## config.mk

```make
export PLATFORM = sky130hd
export DESIGN_NAME = rs_top
export DESIGN_NICKNAME = d
export VERILOG_FILES = /design/src/rtl/rs_pkg.sv /design/src/rtl/issue_if.sv /design/src/rtl/dispatch_unit.sv /design/src/rtl/reservation_station.sv /design/src/rtl/alu_pipe.sv /design/src/rtl/rs_top.sv
export SDC_FILE = /design/constraint.sdc
export NUM_CORES = 2
export LEC_CHECK = 0
export ABC_AREA = 1
export BUFFER_PORTS_ARGS = -buffer_cell sky130_fd_sc_hd__buf_2
export CAP_MARGIN = 25
export CORE_AREA = 3 3 331 333
export DETAILED_ROUTE_END_ITERATION = 8
export DIE_AREA = 0 0 334 336
export PLACE_DENSITY_LB_ADDON = 0.3
export SYNTH_ARGS = -nofsm -noshare
export SYNTH_HDL_FRONTEND = slang
export SYNTH_SLANG_ARGS = --single-unit
export TNS_END_PERCENT = 20
```

## constraint.sdc

```tcl
create_clock -name clk -period 4.7 [get_ports clk]
set_input_delay 1.41 -clock clk [delete_from_list [all_inputs] [get_ports clk]]
set_output_delay 1.41 -clock clk [all_outputs]
set_load 0.005 [all_outputs]
```

## src/rtl/rs_pkg.sv

```systemverilog
package rs_pkg;

    // Datapath and naming widths
    localparam int XLEN = 32;
    localparam int REG_W = 3;
    localparam int TAG_W = 4;
    localparam int IMM_W = 6;

    localparam int NUM_REGS = 1 << REG_W;
    localparam int NUM_TAGS = 1 << TAG_W;

    typedef enum logic [2:0] {
        ADD,
        SUB,
        AND,
        OR,
        XOR,
        SLL,
        SRL,
        SLT
    } alu_op_e;

    // Register-register form, fmt is 0
    typedef struct packed {
        alu_op_e            op;
        logic               fmt;
        logic [REG_W-1:0]   rd;
        logic [REG_W-1:0]   rs1;
        logic [REG_W-1:0]   rs2;
        logic [2:0]         spare;
    } insn_r_t;

    // Immediate form, fmt is 1
    typedef struct packed {
        alu_op_e            op;
        logic               fmt;
        logic [REG_W-1:0]   rd;
        logic [REG_W-1:0]   rs1;
        logic [IMM_W-1:0]   imm;
    } insn_i_t;

    typedef union packed {
        insn_r_t r;
        insn_i_t i;
    } insn_u;

    // Tag is only meaningful while ready is low
    typedef struct packed {
        logic               ready;
        logic [TAG_W-1:0]   tag;
        logic [XLEN-1:0]    value;
    } operand_t;

    typedef struct packed {
        alu_op_e            op;
        logic [TAG_W-1:0]   dest;
        operand_t           src1;
        operand_t           src2;
    } rs_op_t;

endpackage

```

## src/rtl/issue_if.sv

```systemverilog
`timescale 1ns/1ns

interface issue_if #(
    parameter int RS_DEPTH = 4
);
    import rs_pkg::*;

    logic   iss_valid;
    rs_op_t iss_op;
    // One pulse for every station entry that is released
    logic   credit_return;

    // Dispatch can never hold more credits than the station has entries
    function automatic logic credit_in_range(input int unsigned count);
        return count <= RS_DEPTH;
    endfunction

    modport dispatch (
        output iss_valid,
        output iss_op,
        input  credit_return,
        import credit_in_range
    );

    modport station (
        input  iss_valid,
        input  iss_op,
        output credit_return
    );

endinterface

```

## src/rtl/dispatch_unit.sv

```systemverilog
`timescale 1ns/1ns

module dispatch_unit #(
    parameter int RS_DEPTH = 4
) (
    input  logic                        clk,
    input  logic                        rst_i,
    input  logic                        insn_valid_i,
    input  rs_pkg::insn_u               insn_i,
    output logic                        insn_ready_o,
    input  logic                        cdb_valid_i,
    input  logic [rs_pkg::TAG_W-1:0]    cdb_tag_i,
    input  logic [rs_pkg::XLEN-1:0]     cdb_value_i,
    input  logic [rs_pkg::REG_W-1:0]    reg_addr_i,
    output logic [rs_pkg::XLEN-1:0]     reg_data_o,
    issue_if.dispatch                   iss
);
    import rs_pkg::*;

    localparam int CREDIT_W = $clog2(RS_DEPTH + 1);

    logic [XLEN-1:0]     regs_q [NUM_REGS];
    logic [NUM_REGS-1:0] pending_q;
    logic [TAG_W-1:0]    pend_tag_q [NUM_REGS];
    logic [NUM_TAGS-1:0] inflight_q;
    logic [TAG_W-1:0]    next_tag_q;
    logic [CREDIT_W-1:0] credits_q;

    logic             accept;
    alu_op_e          op;
    logic [REG_W-1:0] rd;
    logic [REG_W-1:0] rs1;
    logic [REG_W-1:0] rs2;
    logic             use_imm;
    logic [XLEN-1:0]  imm_ext;
    operand_t         src1;
    operand_t         src2;

    // Register value, or the pending tag unless the CDB delivers it right now
    function automatic operand_t read_src(input logic [REG_W-1:0] idx);
        operand_t o;
        o.ready = 1'b1;
        o.tag = pend_tag_q[idx];
        o.value = regs_q[idx];
        if (pending_q[idx]) begin
            if (cdb_valid_i && cdb_tag_i == pend_tag_q[idx]) begin
                o.value = cdb_value_i;
            end else begin
                o.ready = 1'b0;
            end
        end
        return o;
    endfunction

    assign insn_ready_o = (credits_q != '0) && !inflight_q[next_tag_q];
    assign accept = insn_valid_i && insn_ready_o;
    assign reg_data_o = regs_q[reg_addr_i];

    // fmt sits in the same bit in both views
    always_comb begin
        if (insn_i.r.fmt == 1'b0) begin
            op = insn_i.r.op;
            rd = insn_i.r.rd;
            rs1 = insn_i.r.rs1;
            rs2 = insn_i.r.rs2;
            use_imm = 1'b0;
            imm_ext = '0;
        end else begin
            op = insn_i.i.op;
            rd = insn_i.i.rd;
            rs1 = insn_i.i.rs1;
            rs2 = '0;
            use_imm = 1'b1;
            imm_ext = {{(XLEN - IMM_W){insn_i.i.imm[IMM_W-1]}}, insn_i.i.imm};
        end
        src1 = read_src(rs1);
        if (use_imm) begin
            src2.ready = 1'b1;
            src2.tag = '0;
            src2.value = imm_ext;
        end else begin
            src2 = read_src(rs2);
        end
    end

    always_ff @(posedge clk) begin
        if (rst_i) begin
            for (int r = 0; r < NUM_REGS; r++) begin
                regs_q[r] <= '0;
                pend_tag_q[r] <= '0;
            end
            pending_q <= '0;
            inflight_q <= '0;
            next_tag_q <= '0;
            credits_q <= CREDIT_W'(RS_DEPTH);
            iss.iss_valid <= 1'b0;
        end else begin
            iss.iss_valid <= accept;

            // Result lands only if its tag is still the newest for that register
            for (int r = 1; r < NUM_REGS; r++) begin
                if (cdb_valid_i && pending_q[r] && pend_tag_q[r] == cdb_tag_i) begin
                    regs_q[r] <= cdb_value_i;
                    pending_q[r] <= 1'b0;
                end
            end
            if (cdb_valid_i) begin
                inflight_q[cdb_tag_i] <= 1'b0;
            end

            if (accept) begin
                inflight_q[next_tag_q] <= 1'b1;
                next_tag_q <= next_tag_q + 1'b1;
                // r0 stays constant zero
                if (rd != '0) begin
                    pending_q[rd] <= 1'b1;
                    pend_tag_q[rd] <= next_tag_q;
                end
            end

            if (accept && !iss.credit_return) begin
                credits_q <= credits_q - 1'b1;
            end else if (!accept && iss.credit_return) begin
                credits_q <= credits_q + 1'b1;
            end
        end
    end

    always_ff @(posedge clk) begin
        if (accept) begin
            iss.iss_op <= '{op: op, dest: next_tag_q, src1: src1, src2: src2};
        end
    end

    a_credit_range: assert property (@(posedge clk) disable iff (rst_i)
        iss.credit_in_range(credits_q));

    // Every broadcast must belong to an instruction still waiting for it
    a_cdb_inflight: assert property (@(posedge clk) disable iff (rst_i)
        cdb_valid_i |-> inflight_q[cdb_tag_i]);

endmodule

```

## src/rtl/reservation_station.sv

```systemverilog
`timescale 1ns/1ns

module reservation_station #(
    parameter int RS_DEPTH = 4
) (
    input  logic                        clk,
    input  logic                        rst_i,
    issue_if.station                    iss,
    input  logic                        cdb_valid_i,
    input  logic [rs_pkg::TAG_W-1:0]    cdb_tag_i,
    input  logic [rs_pkg::XLEN-1:0]     cdb_value_i,
    output logic                        alu_valid_o,
    output rs_pkg::rs_op_t              alu_op_o
);
    import rs_pkg::*;

    localparam int IDX_W = (RS_DEPTH > 1) ? $clog2(RS_DEPTH) : 1;

    rs_op_t              ent_q [RS_DEPTH];
    logic [RS_DEPTH-1:0] busy_q;
    logic [RS_DEPTH-1:0] ready_vec;
    logic [IDX_W-1:0]    free_idx;
    logic [IDX_W-1:0]    issue_idx;
    logic                issue_fire;
    rs_op_t              incoming;

    // Pick up a broadcast value for an operand that waits on it
    function automatic operand_t snoop(input operand_t o);
        operand_t r;
        r = o;
        if (!o.ready && cdb_valid_i && o.tag == cdb_tag_i) begin
            r.ready = 1'b1;
            r.value = cdb_value_i;
        end
        return r;
    endfunction

    always_comb begin
        for (int i = 0; i < RS_DEPTH; i++) begin
            ready_vec[i] = busy_q[i] && ent_q[i].src1.ready && ent_q[i].src2.ready;
        end
    end

    // Scan from the top so the lowest index wins
    always_comb begin
        free_idx = '0;
        issue_idx = '0;
        for (int i = RS_DEPTH - 1; i >= 0; i--) begin
            if (!busy_q[i]) begin
                free_idx = IDX_W'(i);
            end
            if (ready_vec[i]) begin
                issue_idx = IDX_W'(i);
            end
        end
    end

    assign issue_fire = |ready_vec;
    assign iss.credit_return = issue_fire;

    // Operation being written also sees the CDB of its capture cycle
    always_comb begin
        incoming = iss.iss_op;
        incoming.src1 = snoop(iss.iss_op.src1);
        incoming.src2 = snoop(iss.iss_op.src2);
    end

    always_ff @(posedge clk) begin
        if (rst_i) begin
            busy_q <= '0;
            alu_valid_o <= 1'b0;
        end else begin
            alu_valid_o <= issue_fire;
            if (issue_fire) begin
                busy_q[issue_idx] <= 1'b0;
            end
            // A free slot is never the issuing one
            if (iss.iss_valid) begin
                busy_q[free_idx] <= 1'b1;
            end
        end
    end

    always_ff @(posedge clk) begin
        for (int i = 0; i < RS_DEPTH; i++) begin
            if (iss.iss_valid && free_idx == IDX_W'(i)) begin
                ent_q[i] <= incoming;
            end else begin
                ent_q[i].src1 <= snoop(ent_q[i].src1);
                ent_q[i].src2 <= snoop(ent_q[i].src2);
            end
        end
        if (issue_fire) begin
            alu_op_o <= ent_q[issue_idx];
        end
    end

    // Credits upstream should make a full station unreachable
    a_no_overflow: assert property (@(posedge clk) disable iff (rst_i)
        iss.iss_valid |-> !(&busy_q));

endmodule

```

## src/rtl/alu_pipe.sv

```systemverilog
`timescale 1ns/1ns

module alu_pipe (
    input  logic                        clk,
    input  logic                        rst_i,
    input  logic                        alu_valid_i,
    input  rs_pkg::rs_op_t              alu_op_i,
    output logic                        cdb_valid_o,
    output logic [rs_pkg::TAG_W-1:0]    cdb_tag_o,
    output logic [rs_pkg::XLEN-1:0]     cdb_value_o
);
    import rs_pkg::*;

    localparam int SHAMT_W = $clog2(XLEN);

    logic [XLEN-1:0]  a;
    logic [XLEN-1:0]  b;
    logic [XLEN-1:0]  result;
    logic             s1_valid_q;
    logic [TAG_W-1:0] s1_tag_q;
    logic [XLEN-1:0]  s1_result_q;

    assign a = alu_op_i.src1.value;
    assign b = alu_op_i.src2.value;

    always_comb begin
        case (alu_op_i.op)
            ADD: result = a + b;
            SUB: result = a - b;
            AND: result = a & b;
            OR:  result = a | b;
            XOR: result = a ^ b;
            // Shift amount from the low bits only
            SLL: result = a << b[SHAMT_W-1:0];
            SRL: result = a >> b[SHAMT_W-1:0];
            SLT: result = {{(XLEN - 1){1'b0}}, $signed(a) < $signed(b)};
            default: result = '0;
        endcase
    end

    always_ff @(posedge clk) begin
        if (rst_i) begin
            s1_valid_q <= 1'b0;
            cdb_valid_o <= 1'b0;
        end else begin
            s1_valid_q <= alu_valid_i;
            cdb_valid_o <= s1_valid_q;
        end
    end

    // Stage one holds the result, stage two drives the CDB
    always_ff @(posedge clk) begin
        s1_tag_q <= alu_op_i.dest;
        s1_result_q <= result;
        cdb_tag_o <= s1_tag_q;
        cdb_value_o <= s1_result_q;
    end

    // Station must only hand over fully resolved operations
    a_operands_ready: assert property (@(posedge clk) disable iff (rst_i)
        alu_valid_i |-> alu_op_i.src1.ready && alu_op_i.src2.ready);

endmodule

```

## src/rtl/rs_top.sv

```systemverilog
`timescale 1ns/1ns

module rs_top #(
    parameter int RS_DEPTH = 4
) (
    input  logic                        clk,
    input  logic                        rst_i,
    input  logic                        insn_valid_i,
    input  logic [15:0]                 insn_i,
    output logic                        insn_ready_o,
    output logic                        cdb_valid_o,
    output logic [rs_pkg::TAG_W-1:0]    cdb_tag_o,
    output logic [rs_pkg::XLEN-1:0]     cdb_value_o,
    input  logic [rs_pkg::REG_W-1:0]    reg_addr_i,
    output logic [rs_pkg::XLEN-1:0]     reg_data_o
);
    import rs_pkg::*;

    insn_u  insn_w;
    logic   alu_valid;
    rs_op_t alu_op;

    assign insn_w = insn_i;

    issue_if #(.RS_DEPTH(RS_DEPTH)) iss_bus ();

    dispatch_unit #(.RS_DEPTH(RS_DEPTH)) u_dispatch (
        .clk          (clk),
        .rst_i        (rst_i),
        .insn_valid_i (insn_valid_i),
        .insn_i       (insn_w),
        .insn_ready_o (insn_ready_o),
        .cdb_valid_i  (cdb_valid_o),
        .cdb_tag_i    (cdb_tag_o),
        .cdb_value_i  (cdb_value_o),
        .reg_addr_i   (reg_addr_i),
        .reg_data_o   (reg_data_o),
        .iss          (iss_bus.dispatch)
    );

    reservation_station #(.RS_DEPTH(RS_DEPTH)) u_station (
        .clk          (clk),
        .rst_i        (rst_i),
        .iss          (iss_bus.station),
        .cdb_valid_i  (cdb_valid_o),
        .cdb_tag_i    (cdb_tag_o),
        .cdb_value_i  (cdb_value_o),
        .alu_valid_o  (alu_valid),
        .alu_op_o     (alu_op)
    );

    // CDB is shared by the outputs, dispatch and the station
    alu_pipe u_alu (
        .clk          (clk),
        .rst_i        (rst_i),
        .alu_valid_i  (alu_valid),
        .alu_op_i     (alu_op),
        .cdb_valid_o  (cdb_valid_o),
        .cdb_tag_o    (cdb_tag_o),
        .cdb_value_o  (cdb_value_o)
    );

endmodule

```

==> metrics.md <==
| Metric | Value |
|---|---|
| Yosys synthesis warning count | 0 |
| Peak per-stage delay on the critical path | 0.32 ns |
| Total number of clock tree sinks | 843 |
| Post-layout power | 0.0257 W |
| Cell breakdown of the critical path | buf_2, nand2_1, buf_4, buf_4, o21ai_0, nor2_1, a31oi_1, buf_2 |
| Buffer type at the clock tree root | clkbuf_16 |
| Effective utilization at floorplan | 0.448 |
| Detail-routed net length per standard cell | 24.9 um |
| Total core area | 0.107 sq mm |
| Run status | finished, final reports clean |
| Aggregate negative setup slack | 0 ns |
| Synth Instances | 5,803 |
| Maximum capacitance violations | 0 |
| Worst setup endpoint | reg_data_o[6] |
| Post-CTS setup-driven buffer insertion count | 0 |
| Instance count after placement with tap cells included | 7,046 |
| Reg-to-reg startpoint | u_station.alu_op_o[37] |
| Number of global-route vias before repair | 41,200 |
| Count of final max-slew check failures | 0 |
| Mean Syn Cell Area | 8.25 sq um |
| First-pass GRT wire length | 264 mm |
| Clock tree from TritonCTS | yes |
| Average via count per standard cell | 6.16 |
| Largest cells by area after synthesis | edfxtp_1 (45%), o21ai_0 (8.2%), nand2_1 (7.6%), nor2_1 (6.1%), dfxtp_1 (5.0%) |
| Kind of capture point of the worst setup path | output pin |
| Die extent in x | 334 um |
| Crit share post-route | 0.942 |
| Flop and latch count out of synthesis | 843 |
| Critical-path cell with the highest stage delay | buf_4 |
| Routed vias | 44,400 |
| Post-synth EDFFs | 724 |
| Library cells used by synthesis | 53 |
| Total Routed Length | 180 mm |
| Worst min-delay path category | reg2reg |
| Final nets | 5,865 |
| Number of ports placed on the die boundary | 92 |
| Maximum number of pins on one net before global-route repair | 98 |
| Post-CTS Hold Fix Bufs | 0 |
| Count of input and output buffers | 91 |
| Total gr overflow | 0 |
| RSZ-0062 raised after global routing | no |
| Crit path launch type | input pin |
| Cells on worst reg2reg path | 15 |
| Highest clock rate | 226 MHz |
| Number of standard cells in the final layout excluding fillers | 7,217 |
| Fraction of final layout cells sized beyond drive strength 1 | 0.0728 |
| Final-report hold violation count | 0 |
| Max Buffers Root-to-Sink | 3 |
| CTS HTree Levels | 3 |
| Clk pin slew, worst setup/hold paths | 0.06 ns |
| Proportion of netlist area held by the largest area contributor | 0.454 |
| Total of endpoints with negative setup slack in the final report | 0 |
| Areal power density over the cells | 484 mW/mm^2 |
| Final core utilization | 0.497 |
| Clock Skews | 0.0226 ns |
| Clock network latency to the later pin of the worst-skew pair | 0.68 ns |
| CTS Buf Count | 91 |
| Minimum clock period | 4.43 ns |
| Overall die area | 0.112 sq mm |
| Area growth from synthesis to final layout | 10.9% |
| Row count | 120 |
| Arrival time of data at the critical path endpoint | 3.02 ns |
| Global router's overall resource usage | 0.310 |
| Placed wire-length estimate | 126 mm |
| Setup CP Type | in2out |
| Measured slew at the worst slew-check pin | 1.03 ns |
| R2r endpoint | u_alu.s1_result_q[26] |
| Reg2Reg Setup Slack | 0.88 ns |
| Detailed-route DRC error count | 0 |
| Number of DRC markers after the initial detailed-route iteration | 6,190 |
| GP Congestion | 1.06 |
| DRT antenna net count | 0 |
| Initial antenna violation count | 5 |
| Die span in y | 336 um |
| Relative max-transition margin | 0.314 |
| Leakage power of the design | 20.3 nW |
| Mapped cell area | 0.0479 sq mm |
| Sequential element share of the synthesized area | 0.504 |
| Most common flop cell mapped by yosys | edfxtp_1 |
| Post-CTS Resized | 0 |
| Proportion of synthesized flip-flops having asynchronous set or reset | 0 |
| 1st-pass router iterations | 6 |
| Largest fanout on the critical path | 12 |
| Required time at the worst-slack endpoint | 3.29 ns |
| Cell type with the highest aggregate area in the netlist | edfxtp_1 |
| Peak supply drop | 0.000298 V |
| Critical path startpoint | reg_addr_i[0] |
[sequential cells by signal (all words and copies together), names as in the netlist]
register / cells
u_dispatch.pend_tag_q: 32
u_dispatch.next_tag_q: 4
u_alu.s1_result_q: 32
u_dispatch.credits_q: 3
u_dispatch.regs_q: 224
u_dispatch.iss.iss_valid: 1
u_alu.cdb_value_o: 32
u_alu.cdb_valid_o: 1
u_station.busy_q: 4
u_dispatch.inflight_q: 16
u_dispatch.pending_q: 8
u_station.alu_op_o: 71
u_alu.cdb_tag_o: 4
u_alu.s1_valid_q: 1
u_alu.s1_tag_q: 4
u_dispatch.iss.iss_op: 81
u_station.ent_q: 324
u_station.alu_valid_o: 1
[how the worst min path moves through the flow]
stage	slack, ns	end	cells after the start	startpoint
CTS	0.33	u_alu.cdb_value_o[18]	0	u_alu.s1_result_q[18]
finish	0.33	u_alu.cdb_value_o[2]	0	u_alu.s1_result_q[2]
floorplan	0.31	u_alu.cdb_tag_o[0]	0	u_alu.s1_tag_q[0]
global placement	0.31	u_alu.cdb_value_o[16]	0	u_alu.s1_result_q[16]
detailed placement	0.31	u_alu.cdb_tag_o[0]	0	u_alu.s1_tag_q[0]
global route	0.33	u_alu.cdb_value_o[2]	0	u_alu.s1_result_q[2]
[metrics by stage]
stage	area, sq um	setup WS (ns)	hold WS [ns]
finish	53100	0.271	0.327
floorplan	47900	0.289	0.310
CTS	53100	0.323	0.326
global route	53100	0.197	0.329
global placement	50000	0.333	0.310
detailed placement	50000	0.338	0.312
[cells in the mapped netlist (32+ instances only)]
| library cell | n |
|---|---|
| inv_1 | 466 |
| a221oi_1 | 46 |
| o311ai_1 | 70 |
| buf_1 | 41 |
| ha_1 | 102 |
| dfxtp_1 | 119 |
| buf_2 | 53 |
| nand2_1 | 965 |
| a31oi_1 | 42 |
| nand3_1 | 454 |
| nand4_1 | 63 |
| clkbuf_1 | 297 |
| o211ai_1 | 33 |
| a22oi_1 | 32 |
| a21oi_1 | 414 |
| edfxtp_1 | 724 |
| o22ai_1 | 90 |
| nor2_1 | 784 |
| o21ai_0 | 782 |
[final cells by class]
cell class | instances | area (sq um)
clock buffer | 119 | 2520
antenna | 2 | 5.00
inverter | 483 | 1820
sequential | 843 | 24100
tap | 1403 | 1760
clock inverter | 48 | 536
multi-input combinational | 4086 | 20600
fill | 10200 | 53800
timing repair buffer | 233 | 1800
[where the power goes]
group,total [W],leakage (nW),switching [W],internal [W]
combinational,0.00745,10.9,0.00546,0.00199
sequential,0.0108,7.94,0.00100,0.00984
clock,0.00740,1.48,0.00307,0.00433
total,0.0257,20.3,0.00953,0.0162
[cells in the final DEF, fill, tap and decap left out, types with 21 or more instances in the layout]
cell | synthesis | layout
clkinv_1 | 9 | 21
a31oi_1 | 42 | 42
a22oi_1 | 32 | 32
a21oi_1 | 414 | 413
o211ai_1 | 33 | 33
nand4_1 | 63 | 63
a221oi_1 | 46 | 46
nand3_1 | 454 | 454
clkbuf_16 | 0 | 94
nor3_1 | 31 | 31
buf_4 | 3 | 120
a22o_1 | 31 | 31
inv_1 | 466 | 459
edfxtp_1 | 724 | 724
nor2_1 | 784 | 780
nand2_1 | 965 | 952
o21ai_0 | 782 | 780
buf_12 | 0 | 21
dfxtp_1 | 119 | 119
ha_1 | 102 | 102
o311ai_1 | 70 | 70
o22ai_1 | 90 | 90
buf_2 | 53 | 91
[per-layer routing]
layer	track usage	vias to the layer above	routed length, um
met5	0	-	17
met4	0.129	4	7800
met3	0.0586	474	19400
met2	0.485	2662	80100
met1	0.426	21100	72200
li1	-	20200	-
[worst max-delay path, delay by kind of cell]
| family | cells | cell delay [ns] |
|---|---|---|
| buffers and inverters | 4 | 0.84 |
| AO/OA/AOI/OAI | 2 | 0.41 |
| AND/OR/NAND/NOR | 2 | 0.37 |
[logic make-up after synthesis]
| family | Yosys count | share of synthesized area |
|---|---|---|
| other | 1 | 0.0000783 |
| xor gates and xnor gates | 21 | 0.00384 |
| buffers and inverters | 877 | 0.0704 |
| and+or+nand+nor | 2322 | 0.200 |
| muxes | 11 | 0.00230 |
| DFF | 843 | 0.504 |
| AOI/OAI and AO/OA | 1623 | 0.192 |
| adders and majority gates | 105 | 0.0279 |
Power figures use the tool's default switching activity.
